**src/verilog/c64_mem_pkg.sv**
```systemverilog
// ====================
// C64 memory-map types, PRG header size
// and the BASIC zero-page pointer table
// ====================
package c64_mem_pkg;

	typedef logic [15:0] c64_addr_t;
	typedef logic [7:0]  c64_byte_t;

	// Which captured address half a pointer write carries
	typedef enum logic [1:0] {
		SEL_START_LO,
		SEL_START_HI,
		SEL_END_LO,
		SEL_END_HI
	} ptr_sel_e;

	typedef struct packed {
		c64_addr_t zp_addr;
		ptr_sel_e  sel;
	} ptr_entry_t;

	// Little-endian load address in front of the data
	localparam int HDR_BYTES = 2;
	localparam int PTR_COUNT = 12;

	// TXTTAB, VARTAB, ARYTAB, STREND, then SAL and EAL of the kernal
	localparam ptr_entry_t PTR_ADDR [PTR_COUNT] = '{
		'{16'h002B, SEL_START_LO}, '{16'h002C, SEL_START_HI},
		'{16'h002D, SEL_END_LO},   '{16'h002E, SEL_END_HI},
		'{16'h002F, SEL_END_LO},   '{16'h0030, SEL_END_HI},
		'{16'h0031, SEL_END_LO},   '{16'h0032, SEL_END_HI},
		'{16'h00AC, SEL_START_LO}, '{16'h00AD, SEL_START_HI},
		'{16'h00AE, SEL_END_LO},   '{16'h00AF, SEL_END_HI}
	};

endpackage

```
**src/verilog/wb_bus_pkg.sv**
```systemverilog
// ====================
// Wishbone bus widths and the write
// request carried from parser to master
// ====================
package wb_bus_pkg;

	// Byte-wide bus over the full 64 KiB map
	localparam int WB_ADR_W = 16;
	localparam int WB_DAT_W = 8;

	// Address in the upper bits, data byte in the lower bits
	typedef logic [WB_ADR_W+WB_DAT_W-1:0] wr_req_t;

endpackage

```
**src/verilog/prg_stream_parser.sv**
```systemverilog
// ====================
// PRG stream parser, turns the download into
// data writes and zero-page pointer patches
// ====================
module prg_stream_parser (
	input  logic                   clk_sys,
	input  logic                   reset_n,
	input  logic                   dl_active_i,
	input  logic                   dl_wr_i,
	input  c64_mem_pkg::c64_byte_t dl_data_i,
	input  logic                   full_i,
	output logic                   dl_wait_o,
	output logic                   push_o,
	output wb_bus_pkg::wr_req_t    push_data_o,
	output logic                   patch_done_o
);

	typedef enum logic [1:0] {
		P_IDLE,
		P_HEADER,
		P_DATA,
		P_PATCH
	} parse_state_e;

	localparam logic [1:0] HDR_LAST = 2'(c64_mem_pkg::HDR_BYTES - 1);
	localparam logic [3:0] PTR_END  = 4'(c64_mem_pkg::PTR_COUNT);

	parse_state_e               state;
	logic [1:0]                 hdr_cnt;
	logic [1:0]                 hdr_idx;
	logic [3:0]                 ptr_idx;
	c64_mem_pkg::c64_addr_t     start_addr;
	c64_mem_pkg::c64_addr_t     end_addr;
	logic                       pend_valid;
	wb_bus_pkg::wr_req_t        pend_data;
	c64_mem_pkg::ptr_entry_t    ptr_entry;
	c64_mem_pkg::c64_byte_t     patch_byte;
	logic                       hdr_wr;
	logic                       data_wr;
	logic                       load_patch;

	// One pending request, pushed as soon as the FIFO has room
	assign push_o      = pend_valid & ~full_i;
	assign dl_wait_o   = pend_valid & full_i;
	assign push_data_o = pend_data;

	// A byte may arrive in the same cycle that dl_active_i rises
	assign hdr_idx = (state == P_HEADER) ? hdr_cnt : 2'd0;
	assign hdr_wr  = dl_active_i & dl_wr_i & ((state == P_IDLE) | (state == P_HEADER));
	assign data_wr = dl_active_i & dl_wr_i & (state == P_DATA);

	// ====================
	// Pointer table walk
	// ====================
	assign ptr_entry = c64_mem_pkg::PTR_ADDR[ptr_idx];

	always_comb begin
		case (ptr_entry.sel)
			c64_mem_pkg::SEL_START_LO: patch_byte = start_addr[7:0];
			c64_mem_pkg::SEL_START_HI: patch_byte = start_addr[15:8];
			c64_mem_pkg::SEL_END_LO:   patch_byte = end_addr[7:0];
			default:                   patch_byte = end_addr[15:8];
		endcase
	end

	// First entry goes out right at the end of the stream
	assign load_patch = ~dl_wait_o & (ptr_idx != PTR_END) &
		((state == P_PATCH) | (((state == P_HEADER) | (state == P_DATA)) & ~dl_active_i));

	always_ff @(posedge clk_sys) begin
		if (!reset_n) begin
			state        <= P_IDLE;
			hdr_cnt      <= 2'd0;
			ptr_idx      <= 4'd0;
			pend_valid   <= 1'b0;
			patch_done_o <= 1'b0;
		end else begin
			if (push_o)
				pend_valid <= 1'b0;
			case (state)
				P_IDLE, P_HEADER: begin
					if (dl_active_i) begin
						state <= P_HEADER;
						if (state == P_IDLE) begin
							patch_done_o <= 1'b0;
							ptr_idx      <= 4'd0;
							hdr_cnt      <= 2'd0;
						end
						if (dl_wr_i) begin
							hdr_cnt <= hdr_idx + 2'd1;
							if (hdr_idx == HDR_LAST)
								state <= P_DATA;
						end
					end else if (state == P_HEADER) begin
						// Truncated header, patch with what was captured
						state <= P_PATCH;
					end
				end
				P_DATA: begin
					if (!dl_active_i)
						state <= P_PATCH;
					else if (dl_wr_i)
						pend_valid <= 1'b1;
				end
				P_PATCH: begin
					if (ptr_idx == PTR_END && !dl_wait_o) begin
						patch_done_o <= 1'b1;
						state        <= P_IDLE;
					end
				end
				default: state <= P_IDLE;
			endcase
			if (load_patch) begin
				pend_valid <= 1'b1;
				ptr_idx    <= ptr_idx + 4'd1;
			end
		end
	end

	// Address capture and request payload
	always_ff @(posedge clk_sys) begin
		if (hdr_wr) begin
			if (hdr_idx == 2'd0) begin
				start_addr[7:0] <= dl_data_i;
				end_addr[7:0]   <= dl_data_i;
			end else begin
				start_addr[15:8] <= dl_data_i;
				end_addr[15:8]   <= dl_data_i;
			end
		end
		if (data_wr) begin
			pend_data <= {end_addr, dl_data_i};
			end_addr  <= end_addr + 16'd1;
		end
		if (load_patch)
			pend_data <= {ptr_entry.zp_addr, patch_byte};
	end

endmodule

```
**src/verilog/write_req_fifo.sv**
```systemverilog
// ====================
// Synchronous FIFO of pending write requests
// ====================
module write_req_fifo #(
	parameter int FIFO_DEPTH = 8
) (
	input  logic                clk_sys,
	input  logic                reset_n,
	input  logic                push_i,
	input  wb_bus_pkg::wr_req_t push_data_i,
	input  logic                pop_i,
	output logic                full_o,
	output logic                empty_o,
	output wb_bus_pkg::wr_req_t head_data_o
);

	// Depth is a power of two, pointers carry one wrap bit
	localparam int PTR_W = $clog2(FIFO_DEPTH);

	wb_bus_pkg::wr_req_t mem [FIFO_DEPTH];
	logic [PTR_W:0]      wr_ptr;
	logic [PTR_W:0]      rd_ptr;
	logic                do_push;
	logic                do_pop;

	// Same slot with different wrap bits means full
	assign full_o  = (wr_ptr[PTR_W] != rd_ptr[PTR_W]) &&
		(wr_ptr[PTR_W-1:0] == rd_ptr[PTR_W-1:0]);
	assign empty_o = (wr_ptr == rd_ptr);

	assign do_push = push_i & ~full_o;
	assign do_pop  = pop_i & ~empty_o;

	// Head is visible without a read strobe
	assign head_data_o = mem[rd_ptr[PTR_W-1:0]];

	// ====================
	// Pointers
	// ====================
	always_ff @(posedge clk_sys) begin
		if (!reset_n) begin
			wr_ptr <= '0;
			rd_ptr <= '0;
		end else begin
			if (do_push)
				wr_ptr <= wr_ptr + 1'b1;
			if (do_pop)
				rd_ptr <= rd_ptr + 1'b1;
		end
	end

	// Storage
	always_ff @(posedge clk_sys) begin
		if (do_push)
			mem[wr_ptr[PTR_W-1:0]] <= push_data_i;
	end

endmodule

```
**src/verilog/wb_write_master.sv**
```systemverilog
// ====================
// Wishbone classic write master draining the
// request FIFO, plus the end-of-load pulse
// ====================
module wb_write_master (
	input  logic                   clk_sys,
	input  logic                   reset_n,
	input  logic                   empty_i,
	input  wb_bus_pkg::wr_req_t    head_data_i,
	input  logic                   patch_done_i,
	input  logic                   wb_ack_i,
	output logic                   pop_o,
	output logic                   wb_cyc_o,
	output logic                   wb_stb_o,
	output logic                   wb_we_o,
	output c64_mem_pkg::c64_addr_t wb_adr_o,
	output c64_mem_pkg::c64_byte_t wb_dat_o,
	output logic                   done_o
);

	typedef enum logic {
		M_IDLE,
		M_BUS
	} master_state_e;

	master_state_e state;
	logic          done_fired;

	// Head is taken in the cycle it is latched onto the bus
	assign pop_o = (state == M_IDLE) & ~empty_i;

	// Write-only master, one transfer per cycle
	assign wb_cyc_o = (state == M_BUS);
	assign wb_stb_o = (state == M_BUS);
	assign wb_we_o  = (state == M_BUS);

	// Patch stream drained and bus quiet
	assign done_o = patch_done_i & empty_i & (state == M_IDLE) & ~done_fired;

	always_ff @(posedge clk_sys) begin
		if (!reset_n) begin
			state      <= M_IDLE;
			done_fired <= 1'b0;
		end else begin
			case (state)
				M_IDLE: begin
					if (!empty_i)
						state <= M_BUS;
				end
				M_BUS: begin
					// cyc and stb drop the cycle after ack
					if (wb_ack_i)
						state <= M_IDLE;
				end
				default: state <= M_IDLE;
			endcase
			// Rearmed when the parser starts a new download
			if (done_o)
				done_fired <= 1'b1;
			else if (!patch_done_i)
				done_fired <= 1'b0;
		end
	end

	// Address and data held for the whole bus cycle
	always_ff @(posedge clk_sys) begin
		if (pop_o) begin
			wb_adr_o <= head_data_i[wb_bus_pkg::WB_DAT_W +: wb_bus_pkg::WB_ADR_W];
			wb_dat_o <= head_data_i[wb_bus_pkg::WB_DAT_W-1:0];
		end
	end

endmodule

```
**src/verilog/prg_injector.sv**
```systemverilog
// ====================
// PRG injector top, parser to FIFO to Wishbone
// ====================
module prg_injector #(
	parameter int FIFO_DEPTH = 8
) (
	input  logic                   clk_sys,
	input  logic                   reset_n,
	input  logic                   dl_active_i,
	input  logic                   dl_wr_i,
	input  c64_mem_pkg::c64_byte_t dl_data_i,
	input  logic                   wb_ack_i,
	output logic                   dl_wait_o,
	output logic                   wb_cyc_o,
	output logic                   wb_stb_o,
	output logic                   wb_we_o,
	output c64_mem_pkg::c64_addr_t wb_adr_o,
	output c64_mem_pkg::c64_byte_t wb_dat_o,
	output logic                   done_o
);

	logic                push;
	wb_bus_pkg::wr_req_t push_data;
	logic                full;
	logic                empty;
	wb_bus_pkg::wr_req_t head_data;
	logic                pop;
	logic                patch_done;

	prg_stream_parser u_parser (
		.clk_sys      (clk_sys),
		.reset_n      (reset_n),
		.dl_active_i  (dl_active_i),
		.dl_wr_i      (dl_wr_i),
		.dl_data_i    (dl_data_i),
		.full_i       (full),
		.dl_wait_o    (dl_wait_o),
		.push_o       (push),
		.push_data_o  (push_data),
		.patch_done_o (patch_done)
	);

	write_req_fifo #(
		.FIFO_DEPTH (FIFO_DEPTH)
	) u_fifo (
		.clk_sys     (clk_sys),
		.reset_n     (reset_n),
		.push_i      (push),
		.push_data_i (push_data),
		.pop_i       (pop),
		.full_o      (full),
		.empty_o     (empty),
		.head_data_o (head_data)
	);

	wb_write_master u_master (
		.clk_sys      (clk_sys),
		.reset_n      (reset_n),
		.empty_i      (empty),
		.head_data_i  (head_data),
		.patch_done_i (patch_done),
		.wb_ack_i     (wb_ack_i),
		.pop_o        (pop),
		.wb_cyc_o     (wb_cyc_o),
		.wb_stb_o     (wb_stb_o),
		.wb_we_o      (wb_we_o),
		.wb_adr_o     (wb_adr_o),
		.wb_dat_o     (wb_dat_o),
		.done_o       (done_o)
	);

endmodule

```
**config.mk**
```make
export PLATFORM = sky130hd
export DESIGN_NAME = prg_injector
export DESIGN_NICKNAME = d
export VERILOG_FILES = /design/src/verilog/c64_mem_pkg.sv /design/src/verilog/wb_bus_pkg.sv /design/src/verilog/prg_stream_parser.sv /design/src/verilog/write_req_fifo.sv /design/src/verilog/wb_write_master.sv /design/src/verilog/prg_injector.sv
export SDC_FILE = /design/constraint.sdc
export NUM_CORES = 1
export LEC_CHECK = 0
export ABC_CLOCK_PERIOD_IN_PS = 11120
export BUFFER_PORTS_ARGS = -buffer_cell sky130_fd_sc_hd__buf_2
export CAP_MARGIN = 25
export CORE_ASPECT_RATIO = 1.5
export CORE_MARGIN = 2
export CORE_UTILIZATION = 50
export CTS_BUF_LIST = sky130_fd_sc_hd__clkbuf_16
export DETAILED_ROUTE_END_ITERATION = 6
export GPL_TIMING_DRIVEN = 0
export PLACE_DENSITY_LB_ADDON = 0.1
export SLEW_MARGIN = 20
export SYNTH_ARGS = -nofsm -noshare
export SYNTH_HDL_FRONTEND = slang
export SYNTH_SLANG_ARGS = --single-unit
export TNS_END_PERCENT = 100
```
**constraint.sdc**
```tcl
create_clock -name clk_sys -period 11.12 [get_ports clk_sys]
set_input_delay 2.224 -clock clk_sys [delete_from_list [all_inputs] [get_ports clk_sys]]
set_output_delay 2.224 -clock clk_sys [all_outputs]
set_load 0.005 [all_outputs]
```
==> results of run 1 <==
how the worst max path moves through the flow:
stage,start,end,slack (ns)
4_1_cts,u_fifo.rd_ptr[1],dl_wait_o,6.84
3_3_place_gp,dl_active_i,u_parser.push_data_o[2],5.04
6_report,u_fifo.rd_ptr[1],dl_wait_o,6.85
3_5_place_dp,dl_active_i,u_parser.end_addr[15],7.18
5_1_grt,u_fifo.rd_ptr[1],dl_wait_o,6.71
2_1_floorplan,dl_active_i,u_parser.push_data_o[0],6.22
cells in the final DEF, fill, tap and decap left out, types with 3 or more instances in the layout:
cell,synthesis,routed
o21ai_0,11,8
clkinv_1,0,5
xor2_1,7,7
nand3_1,15,15
a21oi_1,16,16
mux2_1,10,10
and2_1,7,7
nand2_1,22,22
nand4_1,5,5
mux4_2,54,54
bufinv_16,0,4
buf_2,10,50
buf_4,5,11
clkbuf_1,11,11
xnor2_1,15,15
nor2_1,30,24
mux2i_1,4,4
ha_1,11,11
clkinv_2,0,4
buf_12,0,4
inv_1,12,21
o21ai_1,1,3
nor2_4,0,6
clkbuf_16,0,27
mux2_2,24,24
buf_16,0,3
edfxtp_1,272,272
nor3_1,5,3
nand2b_1,3,3
buf_6,3,3
dfxtp_1,20,20
nor2b_1,11,11
stage by stage:
step / utilization (%) / hold slack (ns)
final: 58.6 / 0.483
after global routing: 58.6 / 0.515
after CTS: 58.6 / 0.495
after detailed placement: 54.8 / 0.486
after global placement: 53.5 / 0.477
after floorplan: - / 0.438
worst max-delay path: cells and delay by family (launching register included):
kind	cells	cell delay (ns)
xor gates and xnor gates	1	0.28
buffers and inverters	2	0.37
DFF	1	0.31
and+or+nand+nor	2	0.56
cells in the mapped netlist (all sizes together) (5+ instances only):
| master | count |
|---|---|
| edfxtp | 272 |
| mux4 | 56 |
| mux2 | 34 |
| nor2 | 31 |
| nand2 | 22 |
| dfxtp | 20 |
| buf | 19 |
| a21oi | 18 |
| xnor2 | 18 |
| nand3 | 15 |
| inv | 12 |
| o21ai | 12 |
| clkbuf | 11 |
| ha | 11 |
| nor2b | 11 |
| and2 | 7 |
| xor2 | 7 |
| nand4 | 6 |
| nor3 | 5 |
registers in the layout, indices dropped and copies added, names as in the netlist:
signal,flops
u_fifo.mem,192
u_fifo.rd_ptr,4
u_fifo.wr_ptr,4
u_master.done_fired,1
u_master.wb_adr_o,16
u_master.wb_cyc_o,1
u_master.wb_dat_o,8
u_parser.end_addr,16
u_parser.hdr_cnt,2
u_parser.patch_done_o,1
u_parser.pend_valid,1
u_parser.ptr_idx,4
u_parser.push_data_o,24
u_parser.start_addr,16
u_parser.state,2
metal layers:
metal,GRT usage (%),wire length (um),vias up
met5,0,0,-
met4,6.41,632,0
met3,2.67,850,48
met2,36.8,12900,139
met1,24.2,9280,3060
li1,-,-,2668
area by class of cell:
type | count | area (sq um) | area share (%)
buffer | 30 | 166 | 1.23
timing repair buffer | 54 | 423 | 3.12
clock buffer | 27 | 676 | 4.98
tap | 315 | 394 | 2.90
sequential | 292 | 8570 | 63.1
inverter | 12 | 45.0 | 0.332
clock inverter | 23 | 201 | 1.48
multi-input combinational | 294 | 3100 | 22.8
report_power, final:
group,leakage (nW),internal (W),switching [W]
Combinational,1.34,0.000284,0.000298
Clock,0.465,0.000532,0.000380
Sequential,2.64,0.00137,0.0000690
Total,4.45,0.00219,0.000747
cells by family (layout without fill, tap and decap cells):
family | after synthesis | count (layout) | share of synthesized area [%]
flip-flops | 292 | 292 | 72.6
AND/OR/NAND/NOR | 114 | 114 | 4.95
multiplexers | 94 | 94 | 14.3
XOR/XNOR | 25 | 25 | 2.24
adder cells (fa/ha/maj) | 11 | 11 | 1.17
buffers and inverters | 42 | 146 | 1.79
AO/OA/AOI/OAI | 50 | 50 | 2.88
==> summary.txt, run 1 <==
Route
  – DR vias: 5915
  – Final ANT Viol Nets: 0
  – DRT iter0 DRCs: 351
  – Vias per std cell: 5.65
  – Drt first pass iters: 5
  – Post-route DRC: 0
  – Post-Route WL: 23.7 mm
  – Routed wire per std cell: 22.6 um

CTS
  – H-tree levels: 1
  – Setup bufs post-CTS: 0
  – Worst skew pair latency: 0.53 ns
  – Worst-path clk slew: 0.06 ns
  – Clk root buf: clkbuf_16
  – Hold-fix buffers, CTS: 0
  – Total clock buffers created by CTS: 27
  – Post_cts resized: 0
  – CTS Buffer Depth: 3
  – CTS tree: yes
  – CTS Sinks: 292

Worst setup path
  – Reg2reg path depth: 8
  – Worst r2r dst: u_parser.push_data_o[8]
  – Critical path class: reg2out
  – CP max stage cell: dfxtp_1
  – CP dominant cell by count: buf_2
  – Setup crit end kind: output port
  – Crit-path cells: buf_2, xnor2_2, nand4_2, nor2_2, buf_2
  – R2R Setup Slk: 8.21 ns
  – CP max stage delay: 0.31 ns
  – Worst path required time: 8.90 ns
  – Critical Path AT: 2.04 ns
  – Crit path max fanout: 7
  – Crit start category: flip-flop
  – Reg2reg start: u_parser.ptr_idx[0]

Floorplanning
  – Initial Util: 51.0%
  – Core area: 23100 sq um
  – I/O pin cnt: 42
  – Die Area: 24900 sq um
  – # rows: 68
  – Die span in x: 129 um
  – Die Span Y: 192 um

Finish
  – Area grow syn2layout: 15.0%
  – Non-filler cells, final: 1047
  – Fraction of final layout cells sized beyond drive strength 1: 28.4%
  – N_diodes: 0
  – Final net count: 735
  – Fillers: 1823
  – Post-route cell area: 13600 sq um

Synth
  – Syn nets: 652
  – Synth Instances: 628
  – Mapped Area: 11800 sq um
  – Synth Flop Type: edfxtp_1
  – Ys async rst share: 0%
  – Post-synth top area share: 69.2%
  – Syn Area/Cell: 18.8 sq um
  – Post-synth EDFFs: 272
  – Seq/Total Area, Yosys: 72.6%
  – Area leader, netlist: edfxtp_1
  – Distinct cells, synth: 59
  – Yosys reg bits: 292
  – Ys Warns: 0
  – Top cells by area, synth: edfxtp_1, mux4_2, dfxtp_1

Placement
  – RePlAce Congestion: 0.837
  – Dpl ws: 7.18 ns
  – Placed Instance Area: 12700 sq um
  – HPWL reported at the end of detailed placement: 16.1 mm
  – Cells after DPL: 997
  – # port buffers: 40

Global route
  – Tot GR Track Use: 20.0%
  – Grt ovf: 0
  – Number of global-route vias before repair: 6375
  – First-pass GRT wire length: 36.8 mm
  – Largest net degree at the start of global routing: 23
  – Initial antenna violation count: 0

Pwr
  – Lkg Pwr: 4.45 nW
  – Max VDD drop: 0.153 mV
  – Cell Pwr Density: 216 nW/um^2
  – Power Total: 0.00294 W

Timing
  – RSZ-0062 raised after global routing: false
  – Final hold vios: 0
  – F_max: 234 MHz
  – Period minus WS final: 4.27 ns
  – Setup Viol. Count Final: 0
  – Slew Limit Fails: 0
  – Fin crit share: 38.4%
  – Slew headroom: 40.5%
  – Final WS setup: 6.85 ns
  – Max Clock Skew: 0.00828 ns
  – Setup_tns: 0 ns
  – Worst slew pin tran: 0.886 ns

Hold path
  – Min-Delay Endpoint: u_master.done_fired
  – WHS Path Cells: 1
  – Hold_sp: u_parser.patch_done_o
  – Hold Crit Class: reg2reg

Flow run
  – Max Cap Viol: 0

Status
  – Outcome: complete, no violations
Power figures use the tool's default switching activity.
==> run 2: changes to the inputs <==
Settings changed: ABC_AREA set to 1, ABC_CLOCK_PERIOD_IN_PS 11120 to 3450.
Clock period 11.12 ns to 3.45 ns, I/O delays scaled along.
==> summary.txt, run 2 <==
Floorplanning
  – Initial Util: 50.6%
  – Die span in x: 130 um
  – I/O pin cnt: 42
  – Core area: 23600 sq um
  – Die Area: 25100 sq um
  – # rows: 69
  – Die Span Y: 193 um

CTS
  – CTS Sinks: 292
  – Clk root buf: clkbuf_16
  – H-tree levels: 1
  – Total clock buffers created by CTS: 27
  – Worst skew pair latency: 0.54 ns
  – Worst-path clk slew: 0.07 ns
  – CTS tree: yes
  – CTS Buffer Depth: 3
  – Post_cts resized: 0
  – Setup bufs post-CTS: 0
  – Hold-fix buffers, CTS: 0

Route
  – Final ANT Viol Nets: 0
  – DR vias: 7617
  – Routed wire per std cell: 19.0 um
  – DRT iter0 DRCs: 511
  – Vias per std cell: 5.33
  – Post-route DRC: 0
  – Drt first pass iters: 7
  – Post-Route WL: 27.1 mm

Synth
  – Synth Instances: 1008
  – Top cells by area, synth: edfxtp_1, nor2_1, o21ai_0
  – Ys Warns: 0
  – Seq/Total Area, Yosys: 71.9%
  – Most instantiated cells after synthesis: edfxtp_1, nor2_1, nand2_1, o21ai_0, inv_1
  – Syn Area/Cell: 11.8 sq um
  – Yosys reg bits: 292
  – Post-synth top area share: 68.5%
  – Mapped Area: 11900 sq um
  – Distinct cells, synth: 38
  – Post-synth EDFFs: 272
  – Syn nets: 1032
  – Area leader, netlist: edfxtp_1
  – Ys async rst share: 0%
  – Cell with the most instances after synthesis: edfxtp_1
  – Synth Flop Type: edfxtp_1

Pwr
  – Lkg Pwr: 4.99 nW
  – Cell Pwr Density: 827 nW/um^2
  – Max VDD drop: 0.679 mV

Timing
  – RSZ-0062 raised after global routing: false
  – F_max: 366 MHz
  – Period minus WS final: 2.73 ns
  – Setup Viol. Count Final: 0
  – Worst slew pin tran: 0.961 ns
  – Min Hold Slack: 0.385 ns
  – Final hold vios: 0
  – Slew Limit Fails: 0
  – Slew headroom: 35.8%
  – Setup_tns: 0 ns
  – Max Clock Skew: 0.0138 ns
  – Fin crit share: 79.1%

Worst setup path
  – CP max stage cell: dfxtp_1
  – Critical path class: reg2out
  – Worst path required time: 2.76 ns
  – Crit-path cells: inv_2, nand2_1, nand2_1, nor2_4, nand2_1, nor2_2, nand3_1, nor2_1, buf_2
  – Crit path from: u_fifo.rd_ptr[1]
  – Critical Path AT: 2.04 ns
  – Reg2reg path depth: 12
  – Crit start category: flip-flop
  – Setup crit end kind: output port
  – Reg2reg start: u_fifo.rd_ptr[0]
  – CP max stage delay: 0.53 ns
  – Crit path max fanout: 7
  – CP dominant cell by count: nand2_1

Global route
  – Grt ovf: 0
  – First-pass GRT wire length: 41.5 mm
  – Tot GR Track Use: 22.4%
  – Largest net degree at the start of global routing: 31
  – Number of global-route vias before repair: 7551
  – Initial antenna violation count: 0

Finish
  – Fraction of final layout cells sized beyond drive strength 1: 12.0%
  – N_diodes: 0
  – Area grow syn2layout: 15.1%
  – Max reg flops: 192
  – Final net count: 1113
  – Most frequent cells in the layout: edfxtp_1, nor2_1, nand2_1, o21ai_0, inv_1
  – Final core utilization: 58.2%
  – Post-route cell area: 13700 sq um
  – Most common cell after layout, fill and taps aside: edfxtp_1
  – Fillers: 1917

Placement
  – Placed Instance Area: 12800 sq um
  – HPWL reported at the end of detailed placement: 19.1 mm
  – # port buffers: 41
  – RePlAce Congestion: 0.873

Hold path
  – Hold_sp: dl_data_i[5]
  – WHS Path Cells: 1
  – Hold Crit Class: in2reg

Flow run
  – Max Cap Viol: 0

Status
  – Outcome: complete, no violations
[run 2: per-stage QoR]
| stage | cells | power [W] | setup WS [ns] |
|---|---|---|---|
| finish | 1428 | 0.0113 | 0.720 |
| global route | 1428 | 0.0120 | 0.536 |
| CTS | 1428 | 0.0114 | 0.694 |
| detailed placement | 1379 | 0.00837 | 0.661 |
| global placement | 1368 | 0.00826 | -1.24 |
| floorplan | 1008 | 0.00718 | 0.281 |
[run 2: path summary, 6_finish.rpt]
kind | endpoint | slack, ns
min | u_parser.start_addr[13] | 0.38
max | done_o | 0.72
max reg2reg | u_fifo.mem[6][20] | 0.79
min reg2reg | u_master.done_fired | 0.46
[run 2: cell families after synthesis]
| logic type | count (synthesis) | share of synthesized area (%) |
|---|---|---|
| AND/OR/NAND/NOR | 383 | 13.0 |
| flip-flops | 292 | 71.9 |
| AO/OA/AOI/OAI | 208 | 9.68 |
| buffers and inverters | 104 | 3.49 |
| adder cells (fa/ha/maj) | 11 | 1.16 |
| XOR/XNOR | 10 | 0.798 |
[run 2: layout make-up]
cell class	instances	area (sq um)	share of cell area, %
well taps	319	399	2.91
repair buffers	52	424	3.09
multi-input cells	612	2990	21.8
plain buffers	46	198	1.44
clock buffers	27	676	4.93
inverters	58	218	1.59
clock inverters	22	243	1.77
flip-flops and latches	292	8570	62.5
[run 2: report_power, final]
| group | switching [W] | internal [W] | leakage, nW |
|---|---|---|---|
| registers | 0.000485 | 0.00501 | 2.65 |
| logic | 0.00191 | 0.000865 | 1.88 |
| clock network | 0.00126 | 0.00181 | 0.461 |
[run 2: routing by layer]
metal  vias up  global-route usage, %  part of all wire, %
li1       3719                      -                    -
met1      3615                   25.6                   38
met2       203                   41.5                   54
met3        80                   2.43                  3.8
met4         0                   10.7                  4.7
met5         -                      0                    0
[run 2: worst max-delay path: cells and delay by family, from the launching register on]
family / cells / cell delay (ns)
buffers and inverters: 2 / 0.23
DFF: 1 / 0.53
and+or+nand+nor: 7 / 0.75
==> run 3: changes to the inputs <==
Settings changed: ABC_AREA 1 to 0, ABC_CLOCK_PERIOD_IN_PS 3450 to 2600.
Clock period 3.45 ns to 2.6 ns, I/O delays scaled along.
==> summary.txt, run 3 (synthesis results as in run 1) <==
Flow run
  – Max Cap Viol: 0

Placement
  – # port buffers: 40
  – Cells after DPL: 994
  – HPWL reported at the end of detailed placement: 15.8 mm
  – RePlAce Congestion: 0.857
  – Placed Instance Area: 12700 sq um

Route
  – Wire length on met2: 13.3 mm
  – Final ANT Viol Nets: 0
  – Routed wire per std cell: 22.7 um
  – DR vias: 5913
  – Top Layer Used: met4
  – Detail Route met3 WL: 715 um
  – Post-route DRC: 0
  – Drt first pass iters: 4
  – Post-Route WL: 23.8 mm
  – Vias per std cell: 5.63
  – Met1 wire length: 9.15 mm
  – DRT iter0 DRCs: 401

Timing
  – Max Clock Skew: 0.0157 ns
  – Slew headroom: 42.3%
  – Min Hold Slack: 0.214 ns
  – F_max: 407 MHz
  – Final hold vios: 0
  – Fin crit share: 94.4%
  – Slew Limit Fails: 0
  – Period minus WS final: 2.45 ns
  – RSZ-0062 raised after global routing: false
  – Setup Viol. Count Final: 0
  – Worst slew pin tran: 0.860 ns

Worst setup path
  – Critical path class: reg2out
  – Setup crit end kind: output port
  – Worst path required time: 2.08 ns
  – Critical Path AT: 1.93 ns
  – Crit path max fanout: 7
  – Crit start category: flip-flop

Pwr
  – Power Total: 0.0124 W
  – Cell Pwr Density: 913 nW/um^2
  – Lkg Pwr: 4.44 nW
  – Max VDD drop: 0.509 mV

Finish
  – Non-filler cells, final: 1050
  – Most common cell after layout, fill and taps aside: edfxtp_1
  – Area grow syn2layout: 15.3%
  – N_diodes: 0
  – Final net count: 737
  – Fillers: 1783
  – Post-route cell area: 13600 sq um
  – Most frequent cells in the layout: edfxtp_1, mux4_2, buf_2, clkbuf_16
  – Fraction of final layout cells sized beyond drive strength 1: 28.6%
  – Max reg flops: 192
  – Final core utilization: 58.8%

CTS
  – Hold-fix buffers, CTS: 0
  – Worst-path clk slew: 0.06 ns
  – CTS Buffer Depth: 3
  – Clk root buf: clkbuf_16
  – H-tree levels: 1
  – CTS Sinks: 292
  – CTS tree: yes
  – Total clock buffers created by CTS: 28
  – Worst skew pair latency: 0.54 ns

Floorplanning
  – Die span in x: 129 um
  – I/O pin cnt: 42
  – # rows: 68
  – Die Span Y: 192 um
  – Initial Util: 51.0%
  – Die Area: 24900 sq um
  – Core area: 23100 sq um

Hold path
  – Hold Crit Class: in2reg

Global route
  – Number of global-route vias before repair: 6285
  – Largest net degree at the start of global routing: 20
  – Initial antenna violation count: 0
  – First-pass GRT wire length: 36.5 mm
  – Grt ovf: 0
  – Tot GR Track Use: 19.8%

Status
  – Outcome: complete, no violations
[run 3: cell types whose count changed in the layout (fill, tap and decap cells not counted), moves of 10 or more]
cell	delta
nor2_1	-171
mux2_1	+10
clkbuf_1	-19
xnor2_1	+13
mux4_2	+54
a31oi_1	-24
o21ai_0	-113
inv_1	-33
nand2_1	-123
mux2_2	+24
o22ai_1	-24
nor2b_1	+11
[run 3: metal layers]
layer	track usage (%)	vias to the layer above
li1	-	2674
met1	23.0	3070
met2	37.8	126
met3	2.28	43
met4	6.04	0
met5	0	-
[run 3: layout make-up]
class	instances	area, sq um	area share, %
Sequential cell	292	8570	63.0
Buffer	30	170	1.25
Timing Repair Buffer	54	445	3.27
Clock inverter	23	124	0.911
Multi-Input combinational cell	295	3130	23.0
Inverter	12	45.0	0.331
Clock buffer	29	726	5.33
Tap cell	315	394	2.90
[run 3: repair_timing]
item / in CTS / in global routing
pin swaps: 2 / 1
cloned: 1 / 0
gates resized for setup: 4 / 2
endpoints found under the hold margin: 0 / 0
buffers inserted: 1 / 2
endpoints found under the setup margin: 52 / 11
[run 3: worst max-delay path, stage by stage, from the launching register on]
cell,delay (ns)
dfxtp_1,0.31
buf_2,0.19
xnor2_2,0.28
nand4_2,0.28
nor2_4,0.22
buf_2,0.13
[run 3: per-stage QoR]
stage	setup slack [ns]	TNS, ns
2_1_floorplan	-0.0281	-2.03
3_3_place_gp	-1.27	-221.13
3_5_place_dp	-0.223	-7.11
4_1_cts	-0.0127	-0.0127
5_1_grt	0.0498	0
6_report	0.146	0
[run 3: worst paths after layout]
kind / start / to / slack (ns) / cells after the start
worst max-delay path: u_fifo.rd_ptr[1] / dl_wait_o / 0.15 / 5
worst min-delay path: dl_data_i[1] / u_parser.start_addr[9] / 0.21 / 1
worst max register to register: u_parser.ptr_idx[0] / u_parser.push_data_o[8] / 0.20 / 8
worst min register to register: u_parser.patch_done_o / u_master.done_fired / 0.49 / 1
[run 3: power breakdown]
| group | total (W) | internal, W | switching, W |
|---|---|---|---|
| logic | 0.00251 | 0.00124 | 0.00127 |
| registers | 0.00617 | 0.00587 | 0.000297 |
| clock network | 0.00374 | 0.00210 | 0.00163 |
